`src/rtl/dla_pkg.sv`:
```
package dla_pkg;

    //////////////////////////////
    // datapath sizes
    localparam int TN              = 4;                  // lanes per word
    localparam int FEATURE_WIDTH   = 8;
    localparam int KERNEL_WIDTH    = 8;
    localparam int BUS_WIDTH       = TN * 8;             // feature, weight and ext bus word
    localparam int BUF_ADDR_WIDTH  = 8;
    localparam int BANK_DEPTH      = 2 ** BUF_ADDR_WIDTH;
    localparam int BANK_WIDTH      = 1;                  // feature bank select
    localparam int EXT_ADDR_WIDTH  = 16;
    localparam int COUNT_WIDTH     = 8;
    localparam int SHIFT_WIDTH     = 4;
    localparam int INSTR_WIDTH     = 64;
    localparam int QUEUE_DEPTH     = 8;
    localparam int QUEUE_PTR_WIDTH = $clog2(QUEUE_DEPTH);
    localparam int QUEUE_CNT_WIDTH = $clog2(QUEUE_DEPTH + 1);
    localparam int ACC_WIDTH       = 18;                 // four 16b products
    localparam int SCALED_WIDTH    = 16;
    localparam int RESULT_CREDITS  = 4;                  // results allowed in flight
    localparam int CREDIT_WIDTH    = $clog2(RESULT_CREDITS + 1);
    localparam int RSVD_WIDTH      = INSTR_WIDTH - 4 - EXT_ADDR_WIDTH - BUF_ADDR_WIDTH
                                     - COUNT_WIDTH - BANK_WIDTH - SHIFT_WIDTH;

    //////////////////////////////
    // instruction word
    typedef enum logic [3:0] {
        OP_NOP          = 4'd0,
        OP_LOAD_FEATURE = 4'd1,
        OP_LOAD_WEIGHT  = 4'd2,
        OP_COMPUTE      = 4'd3,
        OP_HALT         = 4'd4
    } opcode_e;

    typedef struct packed {
        opcode_e                   opcode;    // top nibble
        logic [EXT_ADDR_WIDTH-1:0] src_addr;  // ext addr on loads, feature addr on compute
        logic [BUF_ADDR_WIDTH-1:0] dst_addr;  // buffer addr on loads, weight addr on compute
        logic [COUNT_WIDTH-1:0]    count;     // words or results
        logic [BANK_WIDTH-1:0]     bank;
        logic [SHIFT_WIDTH-1:0]    shift;
        logic [RSVD_WIDTH-1:0]     reserved;
    } instr_t;

    //////////////////////////////
    // block to block bundles
    typedef struct packed {
        logic [EXT_ADDR_WIDTH-1:0] src_addr;
        logic [BUF_ADDR_WIDTH-1:0] dst_addr;
        logic [COUNT_WIDTH-1:0]    count;
    } load_req_t;

    typedef struct packed {
        logic                      en;
        logic [BANK_WIDTH-1:0]     bank;
        logic [BUF_ADDR_WIDTH-1:0] addr;
        logic [BUS_WIDTH-1:0]      data;
    } buf_wr_t;

    typedef struct packed {
        logic                    valid;
        logic [SCALED_WIDTH-1:0] value;   // signed, saturated
    } result_t;

endpackage

```
`src/rtl/bus_loader.sv`:
```
module bus_loader (
    input  logic                               clk,
    input  logic                               i_reset,
    input  logic                               i_start,
    input  dla_pkg::load_req_t                 i_req,
    input  logic [dla_pkg::BANK_WIDTH-1:0]     i_bank,
    output logic [dla_pkg::EXT_ADDR_WIDTH-1:0] o_ext_addr,
    output logic                               o_ext_rd_en,
    input  logic [dla_pkg::BUS_WIDTH-1:0]      i_ext_data,
    output dla_pkg::buf_wr_t                   o_wr,
    output logic                               o_done
);
    import dla_pkg::*;

    logic [COUNT_WIDTH-1:0]    remaining;    // reads still to issue
    logic [BUF_ADDR_WIDTH-1:0] wr_addr;
    logic [BANK_WIDTH-1:0]     bank_q;
    logic                      wr_pending;   // a word is on the bus this cycle
    logic                      busy;

    assign o_ext_rd_en = (remaining != '0);  // one read per cycle

    // pair the returning word with its buffer address
    always_comb begin
        o_wr.en   = wr_pending;
        o_wr.bank = bank_q;
        o_wr.addr = wr_addr;
        o_wr.data = i_ext_data;
    end

    always_ff @(posedge clk) begin
        if (i_reset) begin
            remaining  <= '0;
            wr_pending <= 1'b0;
            busy       <= 1'b0;
            o_done     <= 1'b0;
        end else begin
            wr_pending <= o_ext_rd_en;
            o_done     <= busy && !o_ext_rd_en;  // cycle after last write, count+2 total
            if (i_start) begin
                remaining <= i_req.count;
                busy      <= 1'b1;
            end else if (o_ext_rd_en) begin
                remaining <= remaining - 1'b1;
            end else begin
                busy <= 1'b0;
            end
        end
    end

    // address counters
    always_ff @(posedge clk) begin
        if (i_start) begin
            o_ext_addr <= i_req.src_addr;
            wr_addr    <= i_req.dst_addr;
            bank_q     <= i_bank;
        end else begin
            if (o_ext_rd_en) o_ext_addr <= o_ext_addr + 1'b1;
            if (wr_pending) wr_addr <= wr_addr + 1'b1;
        end
    end

endmodule

```
`config.mk`:
```
export PLATFORM = sky130hd
export DESIGN_NAME = bus_loader
export DESIGN_NICKNAME = d
export VERILOG_FILES = /design/src/rtl/dla_pkg.sv /design/src/rtl/bus_loader.sv
export SDC_FILE = /design/constraint.sdc
export NUM_CORES = 1
export LEC_CHECK = 0
export ABC_AREA = 1
export BUFFER_PORTS_ARGS = -buffer_cell sky130_fd_sc_hd__buf_2
export CORE_UTILIZATION = 46
export CTS_BUF_LIST = sky130_fd_sc_hd__clkbuf_8
export CTS_CLUSTER_SIZE = 8
export DETAILED_ROUTE_END_ITERATION = 8
export PLACE_DENSITY = 0.83
export SLEW_MARGIN = 40
export SYNTH_ARGS = -nofsm -noshare
export SYNTH_HDL_FRONTEND = slang
export SYNTH_SLANG_ARGS = --single-unit
```
`constraint.sdc`:
```
create_clock -name clk -period 2.03 [get_ports clk]
set_input_delay 0 -clock clk [delete_from_list [all_inputs] [get_ports clk]]
set_output_delay 0 -clock clk [all_outputs]
set_load 0.005 [all_outputs]
```
==> results of run 1 <==
==> power breakdown <==
part	leakage (uW)	total (uW)	internal, uW	switching (uW)
clock network	0.0000505	474	231	243
logic	0.000883	546	252	294
registers	0.000356	1050	924	123
==> how the worst max path moves through the flow <==
stage | startpoint | end | slack, ns | cells after the start
floorplan | remaining[0]$_SDFFE_PP0P_ | remaining[1]$_SDFFE_PP0P_ | 0.60 | 7
global placement | remaining[0]$_SDFFE_PP0P_ | remaining[1]$_SDFFE_PP0P_ | 0.45 | 7
detailed placement | remaining[0]$_SDFFE_PP0P_ | remaining[1]$_SDFFE_PP0P_ | 0.40 | 7
CTS | remaining[0]$_SDFFE_PP0P_ | remaining[7]$_SDFFE_PP0P_ | 0.24 | 8
global route | remaining[0]$_SDFFE_PP0P_ | remaining[7]$_SDFFE_PP0P_ | 0.07 | 8
finish | remaining[0]$_SDFFE_PP0P_ | remaining[4]$_SDFFE_PP0P_ | 0.22 | 8
==> cells by family (layout without fill, tap and decap cells) <==
| family | Yosys count | after routing |
|---|---|---|
| flops | 36 | 36 |
| fa+ha+maj | 4 | 4 |
| compound gates | 34 | 34 |
| buf+inv | 60 | 114 |
| xor+xnor | 10 | 10 |
| simple gates | 157 | 157 |
==> state kept, by name (all words and copies together) (netlist names) <==
name        flops
bank_q          1
wr_pending      1
o_ext_addr     16
remaining       8
busy            1
o_done          1
wr_addr         8
==> through the flow <==
| stage | worst slack (ns) | power, uW | util |
|---|---|---|---|
| 3_3_place_gp | 0.4453 | 1543 | 0.5077 |
| 3_5_place_dp | 0.3953 | 1562 | 0.5077 |
| 6_report | 0.2154 | 2068 | 0.5728 |
| 4_1_cts | 0.2381 | 2078 | 0.5728 |
| 5_1_grt | 0.06970 | 2206 | 0.5728 |
| 2_1_floorplan | 0.5983 | 1413 | - |
==> worst max-delay path: stages (launching register included) <==
cell and delay, ns:
dfxtp_1 0.32, inv_1 0.13, ha_1 0.16, nand3_1 0.11, nor2_4 0.20, nor2_4 0.07, nand2_1 0.09, a21oi_1 0.06
dlygate4sd3_1 0.56
==> layer usage <==
metal,part of all wire,vias up
met5,0,-
met4,0.013,0
met3,0.058,9
met2,0.49,79
met1,0.44,917
li1,-,1040
==> cell usage in the layout, fill, tap and decap left out, types with 4 or more instances in the layout <==
cell / n
nand3_1: 18
nor2_2: 4
clkbuf_8: 5
xor2_1: 6
o21ai_1: 6
xnor2_1: 4
edfxtp_1: 25
dfxtp_1: 11
inv_1: 20
nand2_1: 98
dlygate4sd3_1: 23
o21ai_0: 15
nor2_1: 25
buf_2: 63
ha_1: 4
a21oi_1: 11
==> repair_timing <==
action	4_1_cts	5_1_grt
hold buffers	23	0
hold endpoints to repair	19	0
resized for setup	0	0
buffers inserted	0	0
==> area by class of cell <==
class / count / area share
clock buffer: 5 / 0.02510
clock inverter: 3 / 0.004564
inverter: 19 / 0.02602
multi-input combinational: 205 / 0.3578
sequential: 36 / 0.3542
tap: 67 / 0.03058
timing repair buffer: 87 / 0.2017
==> results_dict.tcl, run 1 <==
set metrics [dict create \
    outcome "finished, final reports clean" \
    worstReg2RegStart "remaining[0]$_SDFFE_PP0P_" \
    die_w_um 72.86 \
    fmax_mhz 551.1 \
    grt_use_met3 0.04558 \
    clk_pin_slew_ns 0.07 \
    yosysTopAreaCell "edfxtp_1" \
    synth_top_family_by_area "simple AND/OR/NAND/NOR gates" \
    post-route-period-util 0.8939 \
    io_pins 128 \
    final-seq-area_um2 970.9 \
    path_max_fanout 6 \
    die-area_mm2 0.005309 \
    routed_wl_mm 5.078 \
    cts_buffer_depth 2 \
    tightestPinTransition_ns 0.4389 \
    r2r_slack_ns 0.22 \
    slew_headroom 0.7064 \
    overflow 0 \
    design_area_mm2 0.002741 \
    placed_cells 391 \
    path_class "reg2reg" \
    antenna_found_initial 0 \
    firstDrtPassIters 4 \
    synth-async-reset-ratio 0 \
    fill_cells 441 \
    post_drt_wl_per_cell_um 12.03 \
    hold_slack_ns 0.000001988 \
    muxShareOfSynthArea 0 \
    postSynthNetCount 373 \
    finalHoldViolCount 0 \
    min-delay-start "i_ext_data[3]" \
    syn_area_mm2 0.002310 \
    rsz0062_at_grt "false" \
    r2r_end "remaining[4]$_SDFFE_PP0P_" \
    synth_compound_area_frac 0.07638 \
    synth_seq_area_share 0.4204 \
    worst_r2r_path_depth 8 \
    clk_latency_ns 0.28 \
    critPathLaunchType "register" \
    cts_tree "done" \
    met2_usage 0.3499 \
    netlist.area_leader.share 0.3250 \
    route.detailed.drc 0 \
    timing.setup.tns_ns 0 \
    leakagePower_uw 0.001290 \
    p_per_area_mw_per_mm2 754.3 \
    fin_crit_ns 1.815 \
    critPathCaptureType "register" \
    synth_fa_ha_area_frac 0.02167 \
    insertedDiodeCount 0 \
    cts-root-buf "clkbuf_8" \
    cts_htree_levels 2 \
    use_met1 0.2460 \
    gp_congestion 0.8656 \
    setup_viol 0 \
    drive_above_1_share 0.2366 \
    slew_viol_final 0 \
    via_count 2045 \
    grt_pass1_vias 1854 \
    skew_ns 0.005647 \
    clkSinkCount 36 \
    grt-busiest-layer "met2" \
    io_buffers 63 \
    synthTopCellsByCount "nand2_1 (98), buf_4 (34), edfxtp_1 (25), nor2_1 (25)" \
    dp_hpwl_mm 3.537 \
    floorplan.initialDensity 0.4826 \
    area_growth_pct 18.69 \
    synth_area_leaders "edfxtp_1 (33%), nand2_1 (16%), buf_4 (11%)" \
    final_antenna_net_count 0 \
    ys_ff_latch 36 \
    grt_pass1_wl_mm 8.273 \
    yosysWarnings 0 \
    synth_edf_count 25 \
    yosys.area_share.simple 0.2887 \
    synth_most_common_cell "nand2_1" \
    fin_cells 422 \
    required_ns 2.19 \
    grt_max_degree 35 \
    grtUsageTotal 0.2021 \
    ys.flop_type "edfxtp_1" \
    drt_iter0_markers 140 \
    final_net_count 426 \
    coreArea_mm2 0.004786 \
    synth_xor_area_frac 0.03792 \
    maxCapViolCount 0 \
    num_rows 25 \
    syn_avg_cell_area_um2 7.673 \
    yosysUniqueCellTypes 24 \
    multi_input_area_um2 980.9 \
    die_y_um 72.86 \
    cp.arrival_ns 1.98 \
    via_per_inst 4.846 \
    cts_made_buffers 5 \
    hold_end "o_wr[3]" \
    hp-class "in2out" \
    synth_cells 301 \
    place_area_mm2 0.002430 \
    worstHoldPathCells 0 \
    vdd_drop_max_mv 0.4714 \
]
(Power assumes the default switching activity.)
==> inputs of run 2 (changes only) <==
- CELL_PAD_IN_SITES_DETAIL_PLACEMENT: unset -> 1
- CELL_PAD_IN_SITES_GLOBAL_PLACEMENT: unset -> 2
- CORE_UTILIZATION: 46 -> 23
- CTS_BUF_LIST: sky130_fd_sc_hd__clkbuf_8 -> unset
- PLACE_DENSITY: 0.83 -> unset
- PLACE_DENSITY_LB_ADDON: unset -> 0.1
- REMOVE_ABC_BUFFERS: unset -> 1
==> run 2 against run 1 <==
Against the previous run: count of clock-buffer cells in the layout rose by 2; utilization shrank 28 points; cell count is 17% higher; critical path depth fell by 1; flip-flop and latch count is the same; clock power is 8.4% higher; register-to-register slack gained 0.10 ns; first-iteration DRC count down 67%; non-clock buffer count increased by 5; sequential power barely moved; critical path type unchanged; critical endpoint is now remaining[1]$_SDFFE_PP0P_.
==> results_dict.tcl, run 2 (synthesis results as in run 1) <==
set metrics [dict create \
    clk_latency_ns 0.29 \
    critPathLaunchType "register" \
    final_cell_mix "nand2_1 (98), buf_2 (63), dlygate4sd3_1 (27)" \
    grt_max_degree 29 \
    required_ns 2.19 \
    cp.arrival_ns 1.88 \
    pre_cts_slack_ns 0.2912 \
    dp_hpwl_mm 5.424 \
    cts_buffer_depth 2 \
    via_per_inst 4.176 \
    drive_above_1_share 0.2361 \
    slew_viol_final 0 \
    io_pins 128 \
    cts_htree_levels 2 \
    multi_input_area_um2 980.9 \
    top_regs "o_ext_addr x16, remaining x8, wr_addr x8" \
    highest_layer "met4" \
    firstDrtPassIters 3 \
    final_antenna_net_count 0 \
    path_max_fanout 19 \
    cts_tree "done" \
    timing.setup.tns_ns 0 \
    drt_iter0_markers 46 \
    final-seq-area_um2 970.9 \
    routed_wl_mm 7.354 \
    clkSinkCount 36 \
    slew_headroom 0.6693 \
    route.detailed.drc 0 \
    floorplan.initialDensity 0.2363 \
    met1_length_mm 3.502 \
    overflow 0 \
    final_net_count 431 \
    die_y_um 102.2 \
    p_comb_frac 0.260 \
    die-area_mm2 0.01045 \
    fin_crit_ns 1.715 \
    clk_pin_slew_ns 0.07 \
    fin_cells 493 \
    hp-class "in2out" \
    grt_pass1_wl_mm 11.40 \
    power.share.clock 0.243 \
    maxCapViolCount 0 \
    io_buffers 63 \
    tightestPinTransition_ns 0.4943 \
    path_class "reg2reg" \
    critPathCaptureType "register" \
    outcome "finished, final reports clean" \
    gp_congestion 0.7097 \
    post_drt_wl_per_cell_um 14.92 \
    grt_pass1_vias 2089 \
    die_w_um 102.2 \
    finalHoldViolCount 0 \
    via_count 2059 \
    insertedDiodeCount 0 \
    fmax_mhz 583.1 \
    leakagePower_uw 0.001296 \
    placed_cells 458 \
    largest_reg_flops 16 \
    switching_share 0.3297 \
    area_growth_pct 24.32 \
    largest_register "o_ext_addr" \
    p_per_area_mw_per_mm2 736.9 \
    antenna_found_initial 0 \
    worst_slack_ns 0.3152 \
    power_uw 2116 \
    coreArea_mm2 0.009774 \
    dr_wl_met2_mm 3.033 \
    cts_made_buffers 5 \
    vdd_drop_max_mv 0.2770 \
    rsz0062_at_grt "false" \
    cts-root-buf "clkbuf_8" \
    route.met3.wl_um 736 \
    final_common_cell "nand2_1" \
    internal-power_uw 1419 \
    fill_cells 1220 \
    post-route-period-util 0.8448 \
    switchingPower_uw 697.6 \
    setup_viol 0 \
    power_frac_seq 0.496 \
    skew_ns 0.002251 \
    grtUsageTotal 0.1493 \
    num_rows 36 \
]
## run 2: cell count changes in the layout (fill, tap and decap cells not counted), sizes merged
cell / previous run / this run
clkbuf: 5 / 7
inv: 21 / 19
buf: 64 / 65
dlygate4sd3: 23 / 27
## run 2: final timing paths
path,cells past startpoint,slack [ns],from,end
worst max-delay path,7,0.32,remaining[0]$_SDFFE_PP0P_,remaining[1]$_SDFFE_PP0P_
worst min-delay path,0,0.00005,i_ext_data[25],o_wr[25]
worst max register to register,7,0.32,remaining[0]$_SDFFE_PP0P_,remaining[1]$_SDFFE_PP0P_
worst min register to register,2,0.48,busy$_SDFFE_PP0P_,o_done$_SDFF_PP0_
## run 2: cell type report
type | count | area share
clock inverter | 1 | 0.001743
timing repair buffer | 92 | 0.2092
tap | 133 | 0.05795
clock buffer | 7 | 0.02658
sequential | 36 | 0.3381
inverter | 19 | 0.02484
multi-input combinational | 205 | 0.3416
## run 2: what timing repair did
item,in CTS,in global routing
setup buffers,0,0
endpoints found under the hold margin,27,0
resized for setup,0,0
hold buffers,27,0
## run 2: metal layers
layer	global-route usage	vias up
met5	0.02885	-
met4	0.04396	0
met3	0.07798	8
met2	0.2189	83
met1	0.1874	921
li1	-	1047
## run 2: worst max-delay path, cell delays in order (launching register included)
cell and delay [ns]:
dfxtp_1 0.33, inv_1 0.14, ha_1 0.17, nand3_1 0.12
nor2_4 0.21, nand2_2 0.33, o21ai_2 0.24, a21oi_1 0.05
## run 2: power by group through the flow
stage	registers, uW	logic (uW)	clock network [uW]
after detailed placement	1070	522	0
after global routing	1070	643	573
after floorplan	1040	297	0
after CTS	1050	566	543
final	1050	551	514
after global placement	1070	524	0
## run 2: per-stage QoR
step                      cell area, um2    util  hold WS (ns)
after detailed placement            2520  0.2578     0.0001110
after global routing                2872  0.2938    0.00005400
final                               2872  0.2938    0.00005207
after CTS                           2872  0.2938     0.0001110
after global placement              2520  0.2578     0.0001110
after floorplan                     2023       -             0
==> inputs of run 3 (changes only) <==
- clock period: 2.03 -> 1.8 ns (I/O delays scaled with it)
==> run 3 against run 2 <==
Against the previous run: die area did not move; sequential share of layout area fell by 0.38 points; cell area rose by 1.1%; clock power rose by 44%; worst setup slack got worse by 0.078 ns; sequential power rose by 12%; global-route usage fell by 0.10 points.
==> results_dict.tcl, run 3 (synthesis results as in run 1) <==
set metrics [dict create \
    via_per_inst 4.223 \
    finalHoldViolCount 0 \
    final_net_count 431 \
    vdd_drop_max_mv 0.3129 \
    rsz0062_at_grt "false" \
    post-route-period-util 0.8685 \
    fmax_mhz 639.7 \
    grt_pass1_vias 1999 \
    pre_cts_slack_ns 0.05774 \
    setup_viol 0 \
    antenna_found_initial 0 \
    fin_crit_ns 1.563 \
    slew_viol_final 0 \
    cts-root-buf "clkbuf_8" \
    required_ns 1.85 \
    post_drt_wl_per_cell_um 14.81 \
    drive_above_1_share 0.2444 \
    insertedDiodeCount 0 \
    die_w_um 102.2 \
    worst_r2r_path_depth 8 \
    largest_register "o_ext_addr" \
    path_max_fanout 5 \
    die-area_mm2 0.01045 \
    route.detailed.drc 0 \
    via_count 2082 \
    skew_ns 0.008790 \
    dp_hpwl_mm 5.416 \
    path_class "reg2reg" \
    cp-endpoint "o_ext_addr[12]$_DFFE_PP_" \
    slew_headroom 0.7881 \
    io_buffers 63 \
    routed_wl_mm 7.303 \
    cts_buffer_depth 2 \
    critPathCaptureType "register" \
    worst_slack_ns 0.2367 \
    crit_start "o_ext_addr[0]$_DFFE_PP_" \
    final_common_cell "nand2_1" \
    p_per_area_mw_per_mm2 876.0 \
    r2r_end "o_ext_addr[12]$_DFFE_PP_" \
    outcome "finished, final reports clean" \
    die_y_um 102.2 \
    clkSinkCount 36 \
    grtUsageTotal 0.1483 \
    cts_htree_levels 2 \
    crit_family "flip-flops" \
    leakagePower_uw 0.001316 \
    largest_reg_flops 16 \
    coreArea_mm2 0.009774 \
    area_growth_pct 25.73 \
    cp.depth 8 \
    critPathSlowestCell "edfxtp_1" \
    tightestPinTransition_ns 0.3167 \
    path_buf_inv 2 \
    r2r_slack_ns 0.24 \
    firstDrtPassIters 4 \
    timing.setup.tns_ns 0 \
    hp-class "in2out" \
    top_regs "o_ext_addr x16, remaining x8, wr_addr x8" \
    worstReg2RegStart "o_ext_addr[0]$_DFFE_PP_" \
    critPathLaunchType "register" \
    overflow 0 \
    floorplan.initialDensity 0.2363 \
    num_rows 36 \
    cts_made_buffers 5 \
    clk_latency_ns 0.29 \
    cts_setup_buffers 0 \
    final_cell_mix "nand2_1 (98), buf_2 (63), dlygate4sd3_1 (26)" \
    fill_cells 1226 \
    final_antenna_net_count 0 \
    io_pins 128 \
    gp_congestion 0.7144 \
    grt_pass1_wl_mm 11.36 \
    maxCapViolCount 0 \
    cpPeakStageDelay_ns 0.42 \
    cp.arrival_ns 1.61 \
    cts_tree "done" \
    drt_iter0_markers 50 \
    grt_max_degree 24 \
    clk_pin_slew_ns 0.08 \
    path_cells "ha_1 -> inv_1 -> nor2_2 -> nand3_1 -> nand2_1 -> inv_1 -> o21ai_1 -> nand2_1" \
]
## run 3: changes by cell type in the layout (fill, tap and decap cells not counted)
cell / before / now
clkbuf_1: 2 / 0
buf_4: 2 / 3
bufinv_16: 0 / 1
clkinvlp_4: 0 / 1
dlygate4sd3_1: 27 / 26
nand2_2: 3 / 2
nand2_4: 0 / 1
## run 3: how the worst min path moves through the flow
stage	start	endpoint	slack, ns	cells past startpoint
2_1_floorplan	i_ext_data[0]	o_wr[0]	0	0
3_3_place_gp	i_ext_data[25]	o_wr[25]	0.0001	0
3_5_place_dp	i_ext_data[25]	o_wr[25]	0.0001	0
4_1_cts	i_ext_data[25]	o_wr[25]	0.0001	0
5_1_grt	i_ext_data[23]	o_wr[23]	0.00005	0
6_report	i_ext_data[25]	o_wr[25]	0.00006	0
## run 3: routing by layer
| layer | up-vias | global-route usage | part of all wire |
|---|---|---|---|
| li1 | 1049 | - | - |
| met1 | 941 | 0.1937 | 0.48 |
| met2 | 87 | 0.2127 | 0.42 |
| met3 | 5 | 0.07729 | 0.099 |
| met4 | 0 | 0.03626 | 0.0077 |
| met5 | - | 0.01923 | 0 |
## run 3: stage by stage
step	hold slack (ns)	cell area, um2	utilization	power, uW	instances
after floorplan	0	2023	-	1514	260
after global placement	0.0001110	2527	0.2586	1795	459
after detailed placement	0.0001110	2527	0.2586	1797	459
after CTS	0.0001110	2899	0.2966	2602	493
after global routing	0.00005223	2904	0.2971	2750	493
final	0.00005724	2904	0.2971	2544	493
## run 3: report_power, final
part	total, uW	switching [uW]	internal (uW)	leakage, uW
Sequential	1180	140	1040	0.000356
Combinational	624	338	286	0.000905
Clock	739	329	411	0.0000541
Total	2540	806	1740	0.00132
## run 3: layout make-up
cell class	instances	area, um2	share of cell area
tap	133	166.4	0.05730
clock inverter	3	42.54	0.01465
timing repair buffer	92	598.1	0.2059
clock buffer	5	68.82	0.02370
sequential	36	970.9	0.3343
multi-input combinational	205	985.9	0.3395
inverter	19	71.32	0.02456
## run 3: worst reg2reg max path, cell delays in order, from the launching register on
cell,delay (ns)
edfxtp_1,0.42
ha_1,0.28
inv_1,0.08
nor2_2,0.17
nand3_1,0.11
nand2_1,0.07
inv_1,0.04
o21ai_1,0.11
nand2_1,0.05
## run 3: timing repair
action | CTS | global route
setup endpoints to repair | 0 | 18
resized for setup | 0 | 1
endpoints found under the hold margin | 26 | 0
hold buffers | 26 | 0
