==> config.mk <==
export PLATFORM = sky130hd
export DESIGN_NAME = dot_product_unit
export DESIGN_NICKNAME = d
export VERILOG_FILES = /design/src/rtl/dla_pkg.sv /design/src/rtl/dot_product_unit.sv
export SDC_FILE = /design/constraint.sdc
export NUM_CORES = 1
export LEC_CHECK = 0
export ABC_AREA = 0
export BUFFER_PORTS_ARGS = -buffer_cell sky130_fd_sc_hd__buf_4
export CORE_AREA = 5 5 163 165
export CTS_BUF_LIST = sky130_fd_sc_hd__clkbuf_8
export DETAILED_ROUTE_END_ITERATION = 10
export DIE_AREA = 0 0 168 170
export GPL_TIMING_DRIVEN = 0
export PLACE_DENSITY = 0.82
export SYNTH_ARGS = -nofsm -noshare
export SYNTH_HDL_FRONTEND = slang
export SYNTH_SLANG_ARGS = --single-unit
==> constraint.sdc <==
create_clock -name clk -period 12.2 [get_ports clk]
set_input_delay 1.22 -clock clk [delete_from_list [all_inputs] [get_ports clk]]
set_output_delay 1.22 -clock clk [all_outputs]
set_load 0.02 [all_outputs]
==> src/rtl/dla_pkg.sv <==
package dla_pkg;

    //////////////////////////////
    // datapath sizes
    localparam int TN              = 4;                  // lanes per word
    localparam int FEATURE_WIDTH   = 8;
    localparam int KERNEL_WIDTH    = 8;
    localparam int BUS_WIDTH       = TN * 8;             // feature, weight and ext bus word
    localparam int BUF_ADDR_WIDTH  = 8;
    localparam int BANK_DEPTH      = 2 ** BUF_ADDR_WIDTH;
    localparam int BANK_WIDTH      = 1;                  // feature bank select
    localparam int EXT_ADDR_WIDTH  = 16;
    localparam int COUNT_WIDTH     = 8;
    localparam int SHIFT_WIDTH     = 4;
    localparam int INSTR_WIDTH     = 64;
    localparam int QUEUE_DEPTH     = 8;
    localparam int QUEUE_PTR_WIDTH = $clog2(QUEUE_DEPTH);
    localparam int QUEUE_CNT_WIDTH = $clog2(QUEUE_DEPTH + 1);
    localparam int ACC_WIDTH       = 18;                 // four 16b products
    localparam int SCALED_WIDTH    = 16;
    localparam int RESULT_CREDITS  = 4;                  // results allowed in flight
    localparam int CREDIT_WIDTH    = $clog2(RESULT_CREDITS + 1);
    localparam int RSVD_WIDTH      = INSTR_WIDTH - 4 - EXT_ADDR_WIDTH - BUF_ADDR_WIDTH
                                     - COUNT_WIDTH - BANK_WIDTH - SHIFT_WIDTH;

    //////////////////////////////
    // instruction word
    typedef enum logic [3:0] {
        OP_NOP          = 4'd0,
        OP_LOAD_FEATURE = 4'd1,
        OP_LOAD_WEIGHT  = 4'd2,
        OP_COMPUTE      = 4'd3,
        OP_HALT         = 4'd4
    } opcode_e;

    typedef struct packed {
        opcode_e                   opcode;    // top nibble
        logic [EXT_ADDR_WIDTH-1:0] src_addr;  // ext addr on loads, feature addr on compute
        logic [BUF_ADDR_WIDTH-1:0] dst_addr;  // buffer addr on loads, weight addr on compute
        logic [COUNT_WIDTH-1:0]    count;     // words or results
        logic [BANK_WIDTH-1:0]     bank;
        logic [SHIFT_WIDTH-1:0]    shift;
        logic [RSVD_WIDTH-1:0]     reserved;
    } instr_t;

    //////////////////////////////
    // block to block bundles
    typedef struct packed {
        logic [EXT_ADDR_WIDTH-1:0] src_addr;
        logic [BUF_ADDR_WIDTH-1:0] dst_addr;
        logic [COUNT_WIDTH-1:0]    count;
    } load_req_t;

    typedef struct packed {
        logic                      en;
        logic [BANK_WIDTH-1:0]     bank;
        logic [BUF_ADDR_WIDTH-1:0] addr;
        logic [BUS_WIDTH-1:0]      data;
    } buf_wr_t;

    typedef struct packed {
        logic                    valid;
        logic [SCALED_WIDTH-1:0] value;   // signed, saturated
    } result_t;

endpackage

==> src/rtl/dot_product_unit.sv <==
module dot_product_unit (
    input  logic                               clk,
    input  logic                               i_reset,
    input  logic                               i_start,
    input  dla_pkg::instr_t                    i_instr,
    output logic                               o_feature_rd_en,
    output logic [dla_pkg::BANK_WIDTH-1:0]     o_feature_bank,
    output logic [dla_pkg::BUF_ADDR_WIDTH-1:0] o_feature_addr,
    input  logic [dla_pkg::BUS_WIDTH-1:0]      i_feature_data,
    output logic                               o_weight_rd_en,
    output logic [dla_pkg::BUF_ADDR_WIDTH-1:0] o_weight_addr,
    input  logic [dla_pkg::BUS_WIDTH-1:0]      i_weight_data,
    output dla_pkg::result_t                   o_result,
    input  logic                               i_result_credit,
    output logic                               o_done
);
    import dla_pkg::*;

    logic [CREDIT_WIDTH-1:0]           credits;
    logic [COUNT_WIDTH-1:0]            remaining;   // reads left to issue
    logic [SHIFT_WIDTH-1:0]            shift_q;
    logic                              busy;
    logic                              issue;
    logic                              rd_valid;    // stage 1, buffer data back
    logic                              mac_valid;   // stage 2, sum registered
    logic                              res_valid;   // stage 3
    logic [SCALED_WIDTH-1:0]           res_value;
    logic signed [ACC_WIDTH-1:0]       dot_sum;
    logic signed [ACC_WIDTH-1:0]       acc_q;
    logic signed [ACC_WIDTH-1:0]       shifted;
    logic [ACC_WIDTH-SCALED_WIDTH:0]   top_bits;
    logic [SCALED_WIDTH-1:0]           sat_value;

    //////////////////////////////
    // issue and credits
    assign issue           = (remaining != '0) && (credits != '0);
    assign o_feature_rd_en = issue;
    assign o_weight_rd_en  = issue;
    // last result leaving, nothing behind it
    assign o_done          = busy && (remaining == '0) && !rd_valid && !mac_valid;
    assign o_result        = '{valid: res_valid, value: res_value};

    always_ff @(posedge clk) begin
        if (i_reset) begin
            credits   <= CREDIT_WIDTH'(RESULT_CREDITS);
            remaining <= '0;
            busy      <= 1'b0;
            rd_valid  <= 1'b0;
            mac_valid <= 1'b0;
            res_valid <= 1'b0;
        end else begin
            credits   <= credits - CREDIT_WIDTH'(issue) + CREDIT_WIDTH'(i_result_credit);
            rd_valid  <= issue;
            mac_valid <= rd_valid;
            res_valid <= mac_valid;                     // 3 cycles after issue
            if (i_start) begin
                remaining <= i_instr.count;
                busy      <= 1'b1;
            end else begin
                if (issue) remaining <= remaining - 1'b1;
                if (o_done) busy <= 1'b0;
            end
        end
    end

    //////////////////////////////
    // datapath
    always_comb begin
        dot_sum = '0;
        for (int i = 0; i < TN; i++) begin
            dot_sum += ACC_WIDTH'($signed(i_feature_data[i*FEATURE_WIDTH +: FEATURE_WIDTH])
                                  * $signed(i_weight_data[i*KERNEL_WIDTH +: KERNEL_WIDTH]));
        end
    end

    assign shifted  = acc_q >>> shift_q;                // arithmetic
    assign top_bits = shifted[ACC_WIDTH-1:SCALED_WIDTH-1];

    // clamp to signed 16b
    always_comb begin
        if ((&top_bits) || !(|top_bits)) begin
            sat_value = shifted[SCALED_WIDTH-1:0];
        end else if (shifted[ACC_WIDTH-1]) begin
            sat_value = {1'b1, {(SCALED_WIDTH-1){1'b0}}};
        end else begin
            sat_value = {1'b0, {(SCALED_WIDTH-1){1'b1}}};
        end
    end

    always_ff @(posedge clk) begin
        if (i_start) begin
            o_feature_bank <= i_instr.bank;
            o_feature_addr <= i_instr.src_addr[BUF_ADDR_WIDTH-1:0];
            o_weight_addr  <= i_instr.dst_addr;
            shift_q        <= i_instr.shift;           // held for the whole run
        end else if (issue) begin
            o_feature_addr <= o_feature_addr + 1'b1;
            o_weight_addr  <= o_weight_addr + 1'b1;
        end
        if (rd_valid) acc_q <= dot_sum;
        if (mac_valid) res_value <= sat_value;
    end

    // sink gives back at most one credit per result taken
    a_credit_bound: assert property (@(posedge clk) disable iff (i_reset)
        credits <= CREDIT_WIDTH'(RESULT_CREDITS));

endmodule

==> PnR_summary.wiki, run 1 <==
{| class="wikitable"
! Metric !! Value
|-
| Cell with the largest stage delay on the worst path || sky130_fd_sc_hd__fa_1
|-
| Placed cell count || 1926
|-
| Cell repeated most along the worst path || sky130_fd_sc_hd__fa_1
|-
| Fillcell total || 1918
|-
| Count of pins over their slew limit || 0
|-
| Worst hold-check path type || flop to flop
|-
| Number of maximum-capacitance constraint violations || 0
|-
| Final count of hold timing violations || 0
|-
| Placed standard-cell area || 0.0160 sq mm
|-
| DR vias/cell || 5.27
|-
| Share of the clock period used by the worst path after layout || 62.0%
|-
| Max Fclk || 132 MHz
|-
| Data arrival time of the critical path || 7.64 ns
|-
| Unrepaired setup endpoints after global routing || false
|-
| Layout cell share with drive strength beyond 1 || 10.5%
|-
| Count of antenna diodes in the layout || 0
|-
| Maximum net fanout on the critical path || 8
|-
| Total of cells resized after clock tree synthesis || 0
|-
| Post-synth EDFFs || 55
|-
| Kind of start point of the critical path || primary input
|-
| Worst-case clock buffer depth || 2
|-
| Most used flip-flop cell after synthesis || sky130_fd_sc_hd__edfxtp_1
|-
| Slew of the pin with the lowest slew margin || 0.755 ns
|-
| Proportion of synthesized chip area in sequential cells || 13.3%
|-
| Number of setup violations in the final report || 0
|-
| Placeable core region || 0.0249 sq mm
|-
| Synth Register Bits || 70
|-
| Antenna violations before repair || 0
|-
| Cell-by-cell listing of the critical path || clkbuf_1 > nand2_1 > fa_1 > inv_1 > fa_1 > fa_1 > fa_1 > fa_1 > fa_1 > fa_1 > inv_1 > fa_1 > inv_1 > ha_1 > a21o_1 > a21oi_1 > nor3b_1 > nor3_1 > a311oi_1 > nand3_1
|-
| Vias in the first global route || 11300
|-
| Launch instance of the worst min-delay path || busy$_SDFFE_PP0P_
|-
| Number of rows in the core area || 58
|-
| Pin count of the biggest net entering global routing || 21
|-
| Count of H-tree levels built during CTS || 3
|-
| CTS tree || done
|-
| Worst hold endpoint || busy$_SDFFE_PP0P_
|-
| Overall die area || 0.0286 sq mm
|-
| Non-filler cells, final || 1942
|-
| Last weighted congestion value of the routability-driven placer || 0.900
|-
| Most common cell after layout, fill and taps aside || sky130_fd_sc_hd__inv_1
|-
| Critical register-to-register path startpoint || remaining[0]$_SDFFE_PP0P_
|-
| Total wire length after detailed routing || 31400 um
|-
| Critical path start-end classification || primary input to flop
|-
| Routed wire per std cell || 16.2 um
|-
| I/O Buffers || 131
|-
| Number of nets in the finished design || 2160
|-
| Final routed DRC violation total || 0
|-
| Final design area excluding fillers || 0.0162 sq mm
|-
| Most used cells in the layout excluding fill and tap cells || sky130_fd_sc_hd__inv_1 (384), sky130_fd_sc_hd__fa_1 (319), sky130_fd_sc_hd__and2_1 (142)
|-
| Vias after detailed routing || 10200
|-
| Post-CTS repair timing setup buffer count || 0
|-
| Register-to-Register Setup Slack || 9.66 ns
|-
| Area growth from synthesis to final layout || 10.6%
|-
| Boundary pin count || 169
|-
| Post-Syn Area || 0.0146 sq mm
|-
| Post-Route Hold Slack || 0.491 ns
|-
| Required time reported for the critical path endpoint || 12.28 ns
|-
| Buf/Inv on CP || 4
|-
| Total CTS buffers || 9
|-
| Overall track demand over capacity in global routing || 23.0%
|-
| Clk_lat worst skew || 0.34 ns
|-
| Estimated wirelength of the detail-placed design || 27800 um
|-
| Share of synthesized flip-flops with an asynchronous set or reset || 0%
|-
| Die height || 170 um
|-
| CTS Root Buffer Type || sky130_fd_sc_hd__clkbuf_8
|-
| Initial core utilization || 58.8%
|-
| Clock skew after layout || 0.00725 ns
|-
| Gate count after technology mapping || 1465
|-
| Avg Cell Area, Syn || 9.98 sq um
|-
| Number of warning messages in the yosys log || 0
|-
| Die boundary width || 168 um
|-
| Number of cells on the worst hold path || 2
|-
| Final critical path time including I/O delays and setup || 7.56 ns
|-
| Cell family with most CP delay || adder cells
|-
| DRT Pass-1 Iters || 5
|-
| Crit. End Element || flop
|-
| First-pass GRT wire length || 53000 um
|-
| Total nets after synthesis || 2018
|-
| Relative max-transition margin || 49.6%
|-
| Synth unique cells || 59
|-
| Number of hold buffers added after CTS || 0
|-
| Slowest Stage Delay on Critical Path || 0.61 ns
|-
| Logic depth of the worst register-to-register path || 11
|-
| End of the worst register-to-register path || credits[2]$_SDFF_PP1_
|-
| Grt total ovfl || 0
|-
| CTS sink cnt || 70
|-
| Starting DRC count in detailed routing || 620
|-
| ANT nets after route || 0
|-
| Outcome || complete, no violations
|-
| Setup TNS || 0 ns
|-
| Worst-path clk slew || 0.07 ns
|}
[worst reg2reg max path, delay by kind of cell, from the launching register on]
family,cells,cell delay (ns)
AOI/OAI and AO/OA,1,0.44
xor gates and xnor gates,2,0.30
buffers and inverters,3,0.16
adders and majority gates,4,1.10
and+or+nand+nor,1,0.07
DFF,1,0.37
[registers in the layout, summed over array words and instances (netlist names), 3 cells and up]
| register | cells |
|---|---|
| acc_q | 18 |
| credits | 3 |
| o_feature_addr | 8 |
| o_weight_addr | 8 |
| remaining | 8 |
| res_value | 16 |
| shift_q | 4 |
[logic make-up after synthesis]
logic type | after synthesis | synth area share [%]
buffers and inverters | 411 | 10.9
AND/OR/NAND/NOR | 374 | 13.1
AO/OA/AOI/OAI | 109 | 4.91
multiplexers | 30 | 2.37
adder cells (fa/ha/maj) | 421 | 52.4
XOR/XNOR | 50 | 2.99
flip-flops | 70 | 13.3
[worst max-delay path by stage]
stage / startpoint / endpoint / slack [ns] / cells past startpoint
2_1_floorplan: i_weight_data[24] / acc_q[16]$_DFFE_PP_ / 4.96 / 21
3_3_place_gp: i_weight_data[24] / acc_q[16]$_DFFE_PP_ / 4.46 / 22
3_5_place_dp: i_weight_data[18] / acc_q[16]$_DFFE_PP_ / 4.32 / 20
4_1_cts: i_weight_data[18] / acc_q[16]$_DFFE_PP_ / 4.68 / 20
5_1_grt: i_weight_data[18] / acc_q[16]$_DFFE_PP_ / 4.37 / 20
6_report: i_weight_data[18] / acc_q[16]$_DFFE_PP_ / 4.64 / 20
[Yosys cell counts, types with 3 or more instances]
master / count / area, sq um
sky130_fd_sc_hd__a2111oi_0: 6 / 52.6
sky130_fd_sc_hd__a211oi_1: 10 / 75.1
sky130_fd_sc_hd__a21o_1: 5 / 37.5
sky130_fd_sc_hd__a21oi_1: 24 / 120
sky130_fd_sc_hd__a31oi_1: 4 / 25.0
sky130_fd_sc_hd__and2_1: 142 / 888
sky130_fd_sc_hd__and3_1: 4 / 25.0
sky130_fd_sc_hd__buf_2: 3 / 15.0
sky130_fd_sc_hd__buf_4: 3 / 22.5
sky130_fd_sc_hd__buf_6: 4 / 45.0
sky130_fd_sc_hd__clkbuf_1: 17 / 63.8
sky130_fd_sc_hd__dfxtp_1: 15 / 300
sky130_fd_sc_hd__edfxtp_1: 55 / 1650
sky130_fd_sc_hd__fa_1: 319 / 6390
sky130_fd_sc_hd__ha_1: 102 / 1280
sky130_fd_sc_hd__inv_1: 380 / 1430
sky130_fd_sc_hd__mux2_2: 7 / 78.8
sky130_fd_sc_hd__mux2i_1: 20 / 200
sky130_fd_sc_hd__mux4_2: 3 / 67.6
sky130_fd_sc_hd__nand2_1: 120 / 450
sky130_fd_sc_hd__nand2b_1: 13 / 81.3
sky130_fd_sc_hd__nand3_1: 13 / 65.1
sky130_fd_sc_hd__nand3b_1: 3 / 22.5
sky130_fd_sc_hd__nor2_1: 45 / 169
sky130_fd_sc_hd__nor2b_1: 16 / 100
sky130_fd_sc_hd__nor3_1: 4 / 20.0
sky130_fd_sc_hd__o21a_1: 7 / 52.6
sky130_fd_sc_hd__o21ai_0: 26 / 130
sky130_fd_sc_hd__o31ai_1: 4 / 30.0
sky130_fd_sc_hd__or3_1: 3 / 18.8
sky130_fd_sc_hd__xnor2_1: 33 / 289
sky130_fd_sc_hd__xor2_1: 17 / 149
[metal layers]
layer | global-route usage [%] | routed length, um | up-vias
met5 | 0 | 0 | -
met2 | 43.5 | 17100 | 330
met3 | 2.11 | 1440 | 91
met4 | 10.2 | 1440 | 0
li1 | - | - | 4685
met1 | 26.5 | 11400 | 5133
[layout make-up]
type	count	area, sq um	share of cell area (%)
clock buffers	9	124	0.766
plain buffers	29	154	0.952
flip-flops and latches	70	1950	12.1
multi-input cells	984	11100	68.5
clock inverters	7	27.5	0.170
inverters	382	1430	8.87
repair buffers	131	983	6.08
well taps	330	413	2.55
[stage by stage]
step | utilization, % | worst slack, ns
after global routing | 65.0 | 4.37
final | 65.0 | 4.64
after floorplan | - | 4.96
after detailed placement | 64.4 | 4.32
after CTS | 65.0 | 4.68
after global placement | 64.4 | 4.46
Power of run 1 is not shown: default switching activity piles up to over one toggle a cycle in this logic, so the estimate is an artifact.
==> inputs of run 2 (changes only) <==
--- a/config.mk
+++ b/config.mk
@@ -7,12 +7,12 @@
 export LEC_CHECK = 0
 export ABC_AREA = 0
 export BUFFER_PORTS_ARGS = -buffer_cell sky130_fd_sc_hd__buf_4
-export CORE_AREA = 5 5 163 165
+export CORE_AREA = 5 5 168 170
 export CTS_BUF_LIST = sky130_fd_sc_hd__clkbuf_8
 export DETAILED_ROUTE_END_ITERATION = 10
-export DIE_AREA = 0 0 168 170
+export DIE_AREA = 0 0 173 175
 export GPL_TIMING_DRIVEN = 0
-export PLACE_DENSITY = 0.82
+export PLACE_DENSITY = 0.81
 export SYNTH_ARGS = -nofsm -noshare
 export SYNTH_HDL_FRONTEND = slang
 export SYNTH_SLANG_ARGS = --single-unit
==> constraint.sdc (replaced) <==
create_clock -name clk -period 6.45 [get_ports clk]
set_input_delay 0.645 -clock clk [delete_from_list [all_inputs] [get_ports clk]]
set_output_delay 0.645 -clock clk [all_outputs]
set_load 0.02 [all_outputs]
==> run 2 against run 1 <==
Against the previous run:
- the flow now finishes with violations (negative setup slack)
- cell area rose by 4.6%
- register-to-register slack got worse by 5.8 ns
- sequential cell count is the same
- non-clock buffer count increased by 25
- critical path depth increased by 1
- hold slack worse by 0.028 ns
- critical path type unchanged
==> PnR_summary.wiki, run 2 (same netlist as run 1, synthesis figures left out) <==
{| class="wikitable"
! Metric !! Value
|-
| Outcome || finished with violations
|-
| Violations in the final reports || negative setup slack
|-
| Critical register-to-register path startpoint || remaining[0]$_SDFFE_PP0P_
|-
| Worst-case clock buffer depth || 2 (unchanged)
|-
| Worst hold-check path type || primary input to flop
|-
| Most common cell after layout, fill and taps aside || sky130_fd_sc_hd__inv_1
|-
| Launch instance of the worst min-delay path || i_instr[24]
|-
| I/O Buffers || 131 (unchanged)
|-
| Worst-path clk slew || 0.07 ns (about the same)
|-
| CTS tree || done
|-
| Boundary pin count || 169 (unchanged)
|-
| Fin worst setup slack || -0.0615 ns (-4.70 ns)
|-
| ANT nets after route || 0 (unchanged)
|-
| First-pass GRT wire length || 55000 um (+3.7%)
|-
| DR vias/cell || 5.28 (+0.16%)
|-
| Registers with the most flip-flops || acc_q: 18 flops, res_value: 16 flops
|-
| Count of antenna diodes in the layout || 0 (unchanged)
|-
| Number of nets in the finished design || 2185 (+1.2%)
|-
| Number of rows in the core area || 60 (+3.4%)
|-
| Overall die area || 0.0303 sq mm (+6.0%)
|-
| Relative max-transition margin || 48.2% (-1.4 points)
|-
| Count of H-tree levels built during CTS || 3 (unchanged)
|-
| Required time reported for the critical path endpoint || 6.54 ns (-5.74 ns)
|-
| Grt total ovfl || 0 (unchanged)
|-
| Maximum net fanout on the critical path || 8 (unchanged)
|-
| Number of hold buffers added after CTS || 0 (unchanged)
|-
| Total CTS buffers || 9 (unchanged)
|-
| Die boundary width || 173 um (+3.0%)
|-
| Max Fclk || 154 MHz
|-
| Initial core utilization || 55.0% (-3.7 points)
|-
| Flip-flop count of the largest register, all copies and words added || 18 (unchanged)
|-
| CTS sink cnt || 70 (unchanged)
|-
| Last weighted congestion value of the routability-driven placer || 0.910 (+1.1%)
|-
| Clk_lat worst skew || 0.36 ns (+0.02 ns)
|-
| Number of maximum-capacitance constraint violations || 0 (unchanged)
|-
| Area growth from synthesis to final layout || 15.6%
|-
| Pin count of the biggest net entering global routing || 21 (unchanged)
|-
| Die height || 175 um (+2.9%)
|-
| Clock skew after layout || 0.00812 ns (+0.000869 ns)
|-
| Layout cell share with drive strength beyond 1 || 17.7% (+7.2 points)
|-
| Slew of the pin with the lowest slew margin || 0.776 ns (+0.0211 ns)
|-
| Routed wire per std cell || 17.2 um (+6.3%)
|-
| Register-to-Register Setup Slack || 3.91 ns (-5.75 ns)
|-
| Vias after detailed routing || 10400 (+2.0%)
|-
| Starting DRC count in detailed routing || 592 (-4.5%)
|-
| Final count of hold timing violations || 0 (unchanged)
|-
| Vias in the first global route || 11800 (+4.7%)
|-
| Number of setup violations in the final report || 2 (+2)
|-
| End of the worst register-to-register path || credits[2]$_SDFF_PP1_
|-
| Most used cells in the layout excluding fill and tap cells || sky130_fd_sc_hd__inv_1 (359), sky130_fd_sc_hd__fa_1 (302), sky130_fd_sc_hd__buf_4 (150)
|-
| Count of pins over their slew limit || 0 (unchanged)
|-
| Antenna violations before repair || 0 (unchanged)
|-
| Reg with most FFs || acc_q
|-
| Total wire length after detailed routing || 34000 um (+8.3%)
|-
| Final routed DRC violation total || 0 (unchanged)
|-
| Number of cells on the worst hold path || 1 (-1)
|-
| Non-filler cells, final || 1978 (+1.9%)
|-
| Estimated wirelength of the detail-placed design || 28400 um (+2.1%)
|-
| Share of the clock period used by the worst path after layout || 101%
|-
| Data arrival time of the critical path || 6.60 ns (-1.04 ns)
|-
| Placed cell count || 1937 (+0.57%)
|-
| Crit. End Element || flop
|-
| Placeable core region || 0.0266 sq mm (+6.8%)
|-
| Final critical path time including I/O delays and setup || 6.51 ns
|-
| Unrepaired setup endpoints after global routing || true
|-
| DRT Pass-1 Iters || 7 (+2)
|-
| Overall track demand over capacity in global routing || 22.3% (-0.66 points)
|-
| Worst hold endpoint || shift_q[1]$_DFFE_PP_
|-
| Kind of start point of the critical path || primary input
|-
| Logic depth of the worst register-to-register path || 11 (unchanged)
|-
| Critical path start-end classification || primary input to flop
|-
| CTS Root Buffer Type || sky130_fd_sc_hd__clkbuf_8
|}
==> run 2: cell count changes in the layout (fill, tap and decap cells not counted), sizes merged <==
cell    change
buf        +27
bufinv      +3
clkinv      -2
inv         -2
clkbuf      -1
==> run 2: layer usage <==
| metal | vias up | GRT usage [%] | wire (um) |
|---|---|---|---|
| met4 | 0 | 12.7 | 2010 |
| met3 | 127 | 2.86 | 1440 |
| met5 | - | 0 | 0 |
| met1 | 5228 | 24.9 | 12300 |
| met2 | 345 | 41.2 | 18200 |
| li1 | 4745 | - | - |
==> run 2: timing repair <==
action / in CTS / in global routing
gates resized for setup: 21 / 98
buffers inserted: 3 / 23
endpoints found under the setup margin: 4 / 7
cloned: 0 / 0
pin swaps: 10 / 77
==> run 2: how the worst max path moves through the flow <==
| stage | startpoint | to | cells after the start |
|---|---|---|---|
| after floorplan | i_weight_data[19] | acc_q[15]$_DFFE_PP_ | 20 |
| after global placement | i_weight_data[26] | acc_q[16]$_DFFE_PP_ | 21 |
| after detailed placement | i_weight_data[19] | acc_q[16]$_DFFE_PP_ | 23 |
| after CTS | i_weight_data[18] | acc_q[16]$_DFFE_PP_ | 23 |
| after global routing | i_feature_data[23] | acc_q[16]$_DFFE_PP_ | 21 |
| final | i_weight_data[26] | acc_q[17]$_DFFE_PP_ | 21 |
==> run 2: final cells by class <==
cell class | instances | area [sq um]
flip-flops and latches | 70 | 1950
repair buffers | 156 | 1220
clock inverters | 6 | 101
multi-input cells | 984 | 11500
inverters | 382 | 1440
fillers | 2106 | 9660
clock buffers | 10 | 138
plain buffers | 29 | 178
well taps | 341 | 427
==> run 2: critical path, cell delays in order <==
cell	delay, ns
sky130_fd_sc_hd__buf_6	0.12
sky130_fd_sc_hd__and2_4	0.16
sky130_fd_sc_hd__fa_2	0.66
sky130_fd_sc_hd__inv_4	0.07
sky130_fd_sc_hd__fa_2	0.49
sky130_fd_sc_hd__fa_1	0.57
sky130_fd_sc_hd__inv_1	0.06
sky130_fd_sc_hd__fa_1	0.53
sky130_fd_sc_hd__fa_1	0.46
sky130_fd_sc_hd__fa_1	0.48
sky130_fd_sc_hd__fa_1	0.54
sky130_fd_sc_hd__inv_1	0.06
sky130_fd_sc_hd__fa_1	0.53
sky130_fd_sc_hd__inv_2	0.06
sky130_fd_sc_hd__ha_4	0.29
sky130_fd_sc_hd__nand3_1	0.09
sky130_fd_sc_hd__a21oi_1	0.15
sky130_fd_sc_hd__o41a_1	0.20
sky130_fd_sc_hd__a21o_1	0.21
sky130_fd_sc_hd__o22ai_2	0.10
sky130_fd_sc_hd__xnor2_1	0.14
==> run 2: metrics by stage <==
step / worst slack, ns / util (%) / cell area [sq um] / hold WS (ns) / setup TNS (ns)
6_report: -0.0615 / 63.6 / 16900 / 0.463 / -0.0822
2_1_floorplan: 0.00988 / - / 14600 / 0.457 / 0
5_1_grt: -0.235 / 63.6 / 16900 / 0.449 / -0.832
3_3_place_gp: -0.408 / 60.4 / 16100 / 0.469 / -2.38
3_5_place_dp: -0.544 / 60.4 / 16100 / 0.479 / -3.02
4_1_cts: 0.000794 / 61.8 / 16400 / 0.448 / 0
Power of run 2 is left out for the same reason.
==> inputs of run 3 (changes only) <==
--- a/config.mk
+++ b/config.mk
@@ -12,6 +12,7 @@
 export DETAILED_ROUTE_END_ITERATION = 10
 export DIE_AREA = 0 0 173 175
 export GPL_TIMING_DRIVEN = 0
+export MAX_ROUTING_LAYER = met4
 export PLACE_DENSITY = 0.81
 export SYNTH_ARGS = -nofsm -noshare
 export SYNTH_HDL_FRONTEND = slang
==> run 3 against run 2 <==
Against the previous run:
- the run now ends clean
- via count up 0.49%
- hold slack better by 0.016 ns
- non-clock buffer count down 11
- register-to-register slack worse by 0.03 ns
- sequential share of layout area up 0.15 points
- clock-buffer cell count down 1
- utilization down 0.84 points
==> PnR_summary.wiki, run 3 (same netlist as run 1, synthesis figures left out) <==
{| class="wikitable"
! Metric !! Value
|-
| Outcome || complete, no violations
|-
| Slew of the pin with the lowest slew margin || 0.771 ns (-0.00498 ns)
|-
| Required time reported for the critical path endpoint || 6.54 ns (about the same)
|-
| Number of hold buffers added after CTS || 0 (unchanged)
|-
| Critical path destination || acc_q[15]$_DFFE_PP_
|-
| Number of cells on the worst hold path || 1 (unchanged)
|-
| Count of antenna diodes in the layout || 0 (unchanged)
|-
| Register-to-Register Setup Slack || 3.88 ns (-0.03 ns)
|-
| Total CTS buffers || 9 (unchanged)
|-
| Final design area excluding fillers || 0.0167 sq mm (-1.3%)
|-
| Relative max-transition margin || 48.5% (+0.33 points)
|-
| Routed wire per std cell || 17.0 um (-1.1%)
|-
| Clock skew after layout || 0.0107 ns (+0.00258 ns)
|-
| Initial core utilization || 55.0% (unchanged)
|-
| CTS Root Buffer Type || sky130_fd_sc_hd__clkbuf_8
|-
| Logic depth of the worst register-to-register path || 11 (unchanged)
|-
| Total wire length after detailed routing || 33400 um (-1.6%)
|-
| Most common cell after layout, fill and taps aside || sky130_fd_sc_hd__inv_1
|-
| Maximum net fanout on the critical path || 7 (-1)
|-
| Share of the clock period used by the worst path after layout || 100% (-1.0 points)
|-
| Registers with the most flip-flops || acc_q: 18 flops, res_value: 16 flops
|-
| Crit. End Element || flop
|-
| Final critical path time including I/O delays and setup || 6.45 ns (-0.0645 ns)
|-
| Overall track demand over capacity in global routing || 23.3% (+0.92 points)
|-
| Vias in the first global route || 11700 (-0.40%)
|-
| Final count of hold timing violations || 0 (unchanged)
|-
| Number of rows in the core area || 60 (unchanged)
|-
| Cell repeated most along the worst path || sky130_fd_sc_hd__fa_1
|-
| Flip-flop count of the largest register, all copies and words added || 18 (unchanged)
|-
| Worst-case clock buffer depth || 2 (unchanged)
|-
| Grt total ovfl || 0 (unchanged)
|-
| ANT nets after route || 0 (unchanged)
|-
| Placeable core region || 0.0266 sq mm (unchanged)
|-
| Starting DRC count in detailed routing || 580 (-2.0%)
|-
| Number of nets in the finished design || 2174 (-0.50%)
|-
| Clk_lat worst skew || 0.35 ns (about the same)
|-
| Most used cells in the layout excluding fill and tap cells || sky130_fd_sc_hd__inv_1 (367), sky130_fd_sc_hd__fa_1 (305), sky130_fd_sc_hd__buf_4 (133)
|-
| Cell family with most CP delay || adder cells
|-
| Layout cell share with drive strength beyond 1 || 16.2% (-1.5 points)
|-
| Data arrival time of the critical path || 6.54 ns (-0.06 ns)
|-
| End of the worst register-to-register path || credits[2]$_SDFF_PP1_
|-
| Last weighted congestion value of the routability-driven placer || 0.919 (+1.0%)
|-
| First-pass GRT wire length || 55600 um (+1.1%)
|-
| Pin count of the biggest net entering global routing || 21 (unchanged)
|-
| Critical path start-end classification || primary input to flop
|-
| CTS sink cnt || 70 (unchanged)
|-
| Die height || 175 um (unchanged)
|-
| Placed standard-cell area || 0.0161 sq mm (unchanged)
|-
| Overall die area || 0.0303 sq mm (unchanged)
|-
| Max Fclk || 155 MHz (+1.0%)
|-
| Buf/Inv on CP || 5 (unchanged)
|-
| Area growth from synthesis to final layout || 14.1%
|-
| Antenna violations before repair || 0 (unchanged)
|-
| Count of pins over their slew limit || 0 (unchanged)
|-
| Vias after detailed routing || 10500 (+0.49%)
|-
| Die boundary width || 173 um (unchanged)
|-
| Final routed DRC violation total || 0 (unchanged)
|-
| Fillcell total || 2111 (+0.24%)
|-
| Non-filler cells, final || 1967 (-0.56%)
|-
| Worst hold-check path type || primary input to flop
|-
| Slowest Stage Delay on Critical Path || 0.56 ns (-0.10 ns)
|-
| Reg with most FFs || acc_q
|-
| Cell with the largest stage delay on the worst path || sky130_fd_sc_hd__fa_1
|-
| Final cell utilization of the core || 62.8% (-0.84 points)
|-
| Count of H-tree levels built during CTS || 3 (unchanged)
|-
| Kind of start point of the critical path || primary input
|-
| Placed cell count || 1937 (unchanged)
|-
| Estimated wirelength of the detail-placed design || 28700 um (+1.2%)
|-
| Number of maximum-capacitance constraint violations || 0 (unchanged)
|-
| Boundary pin count || 169 (unchanged)
|-
| Cell-by-cell listing of the critical path || buf_12 > and2_4 > fa_1 > ha_1 > inv_2 > fa_1 > inv_1 > fa_1 > fa_1 > fa_1 > inv_1 > fa_1 > inv_1 > fa_1 > fa_2 > a211oi_4 > nor2_2 > o41a_1 > a21o_1 > a21oi_2 > xnor2_1
|-
| Critical register-to-register path startpoint || remaining[0]$_SDFFE_PP0P_
|-
| I/O Buffers || 131 (unchanged)
|-
| Instance count on the critical path || 21 (unchanged)
|-
| Number of setup violations in the final report || 0 (-2)
|-
| DR vias/cell || 5.34 (+1.1%)
|-
| Startpoint of the most critical setup path || i_feature_data[26]
|-
| Unrepaired setup endpoints after global routing || true
|-
| Launch instance of the worst min-delay path || i_instr[25]
|-
| DRT Pass-1 Iters || 5 (-2)
|-
| CTS tree || done
|-
| Worst-path clk slew || 0.07 ns (about the same)
|}
-- run 3: worst reg2reg max path, stage by stage, from the launching register on --
cell and delay, ns:
sky130_fd_sc_hd__dfxtp_1 0.37, sky130_fd_sc_hd__inv_1 0.06, sky130_fd_sc_hd__ha_1 0.24, sky130_fd_sc_hd__a31oi_2 0.45, sky130_fd_sc_hd__ha_1 0.32, sky130_fd_sc_hd__inv_1 0.05
sky130_fd_sc_hd__ha_1 0.13, sky130_fd_sc_hd__inv_1 0.05, sky130_fd_sc_hd__fa_1 0.39, sky130_fd_sc_hd__xor2_1 0.18, sky130_fd_sc_hd__xnor2_1 0.14, sky130_fd_sc_hd__nand2b_1 0.07
-- run 3: worst min-delay path by stage --
stage	to	slack, ns
floorplan	busy$_SDFFE_PP0P_	0.46
global placement	busy$_SDFFE_PP0P_	0.47
detailed placement	busy$_SDFFE_PP0P_	0.49
CTS	shift_q[2]$_DFFE_PP_	0.46
global route	shift_q[3]$_DFFE_PP_	0.46
finish	shift_q[2]$_DFFE_PP_	0.48
-- run 3: final cells by class --
class                      instances  area [sq um]  area share, %
clock buffer                       9           124          0.742
multi-input combinational        984         11400           68.1
clock inverter                     7          28.8          0.172
buffer                            29           165          0.990
sequential                        70          1950           11.7
tap                              341           427           2.56
inverter                         382          1440           8.61
timing repair buffer             145          1180           7.08
-- run 3: stage by stage --
step / hold slack, ns / worst slack, ns / TNS (ns)
CTS: 0.458 / -0.00139 / -0.00139
global placement: 0.469 / -0.408 / -2.39
floorplan: 0.457 / 0.00988 / 0
detailed placement: 0.489 / -0.579 / -3.40
finish: 0.479 / 0.00297 / 0
global route: 0.459 / -0.184 / -0.764
-- run 3: layer usage --
| layer | routed length, um | share of wire, % | track usage (%) | vias up |
|---|---|---|---|---|
| li1 | - | - | - | 4722 |
| met1 | 12200 | 37 | 25.8 | 5358 |
| met2 | 18300 | 55 | 43.0 | 326 |
| met3 | 1420 | 4.2 | 2.36 | 90 |
| met4 | 1480 | 4.4 | 9.44 | 0 |
| met5 | 0 | 0 | - | - |
-- run 3: repair_timing --
action | in CTS | in global routing
setup endpoints to repair | 4 | 7
pin swaps | 7 | 69
endpoints found under the hold margin | 0 | 0
gates resized for setup | 21 | 87
setup buffers | 2 | 13
Power of run 3 is left out for the same reason.
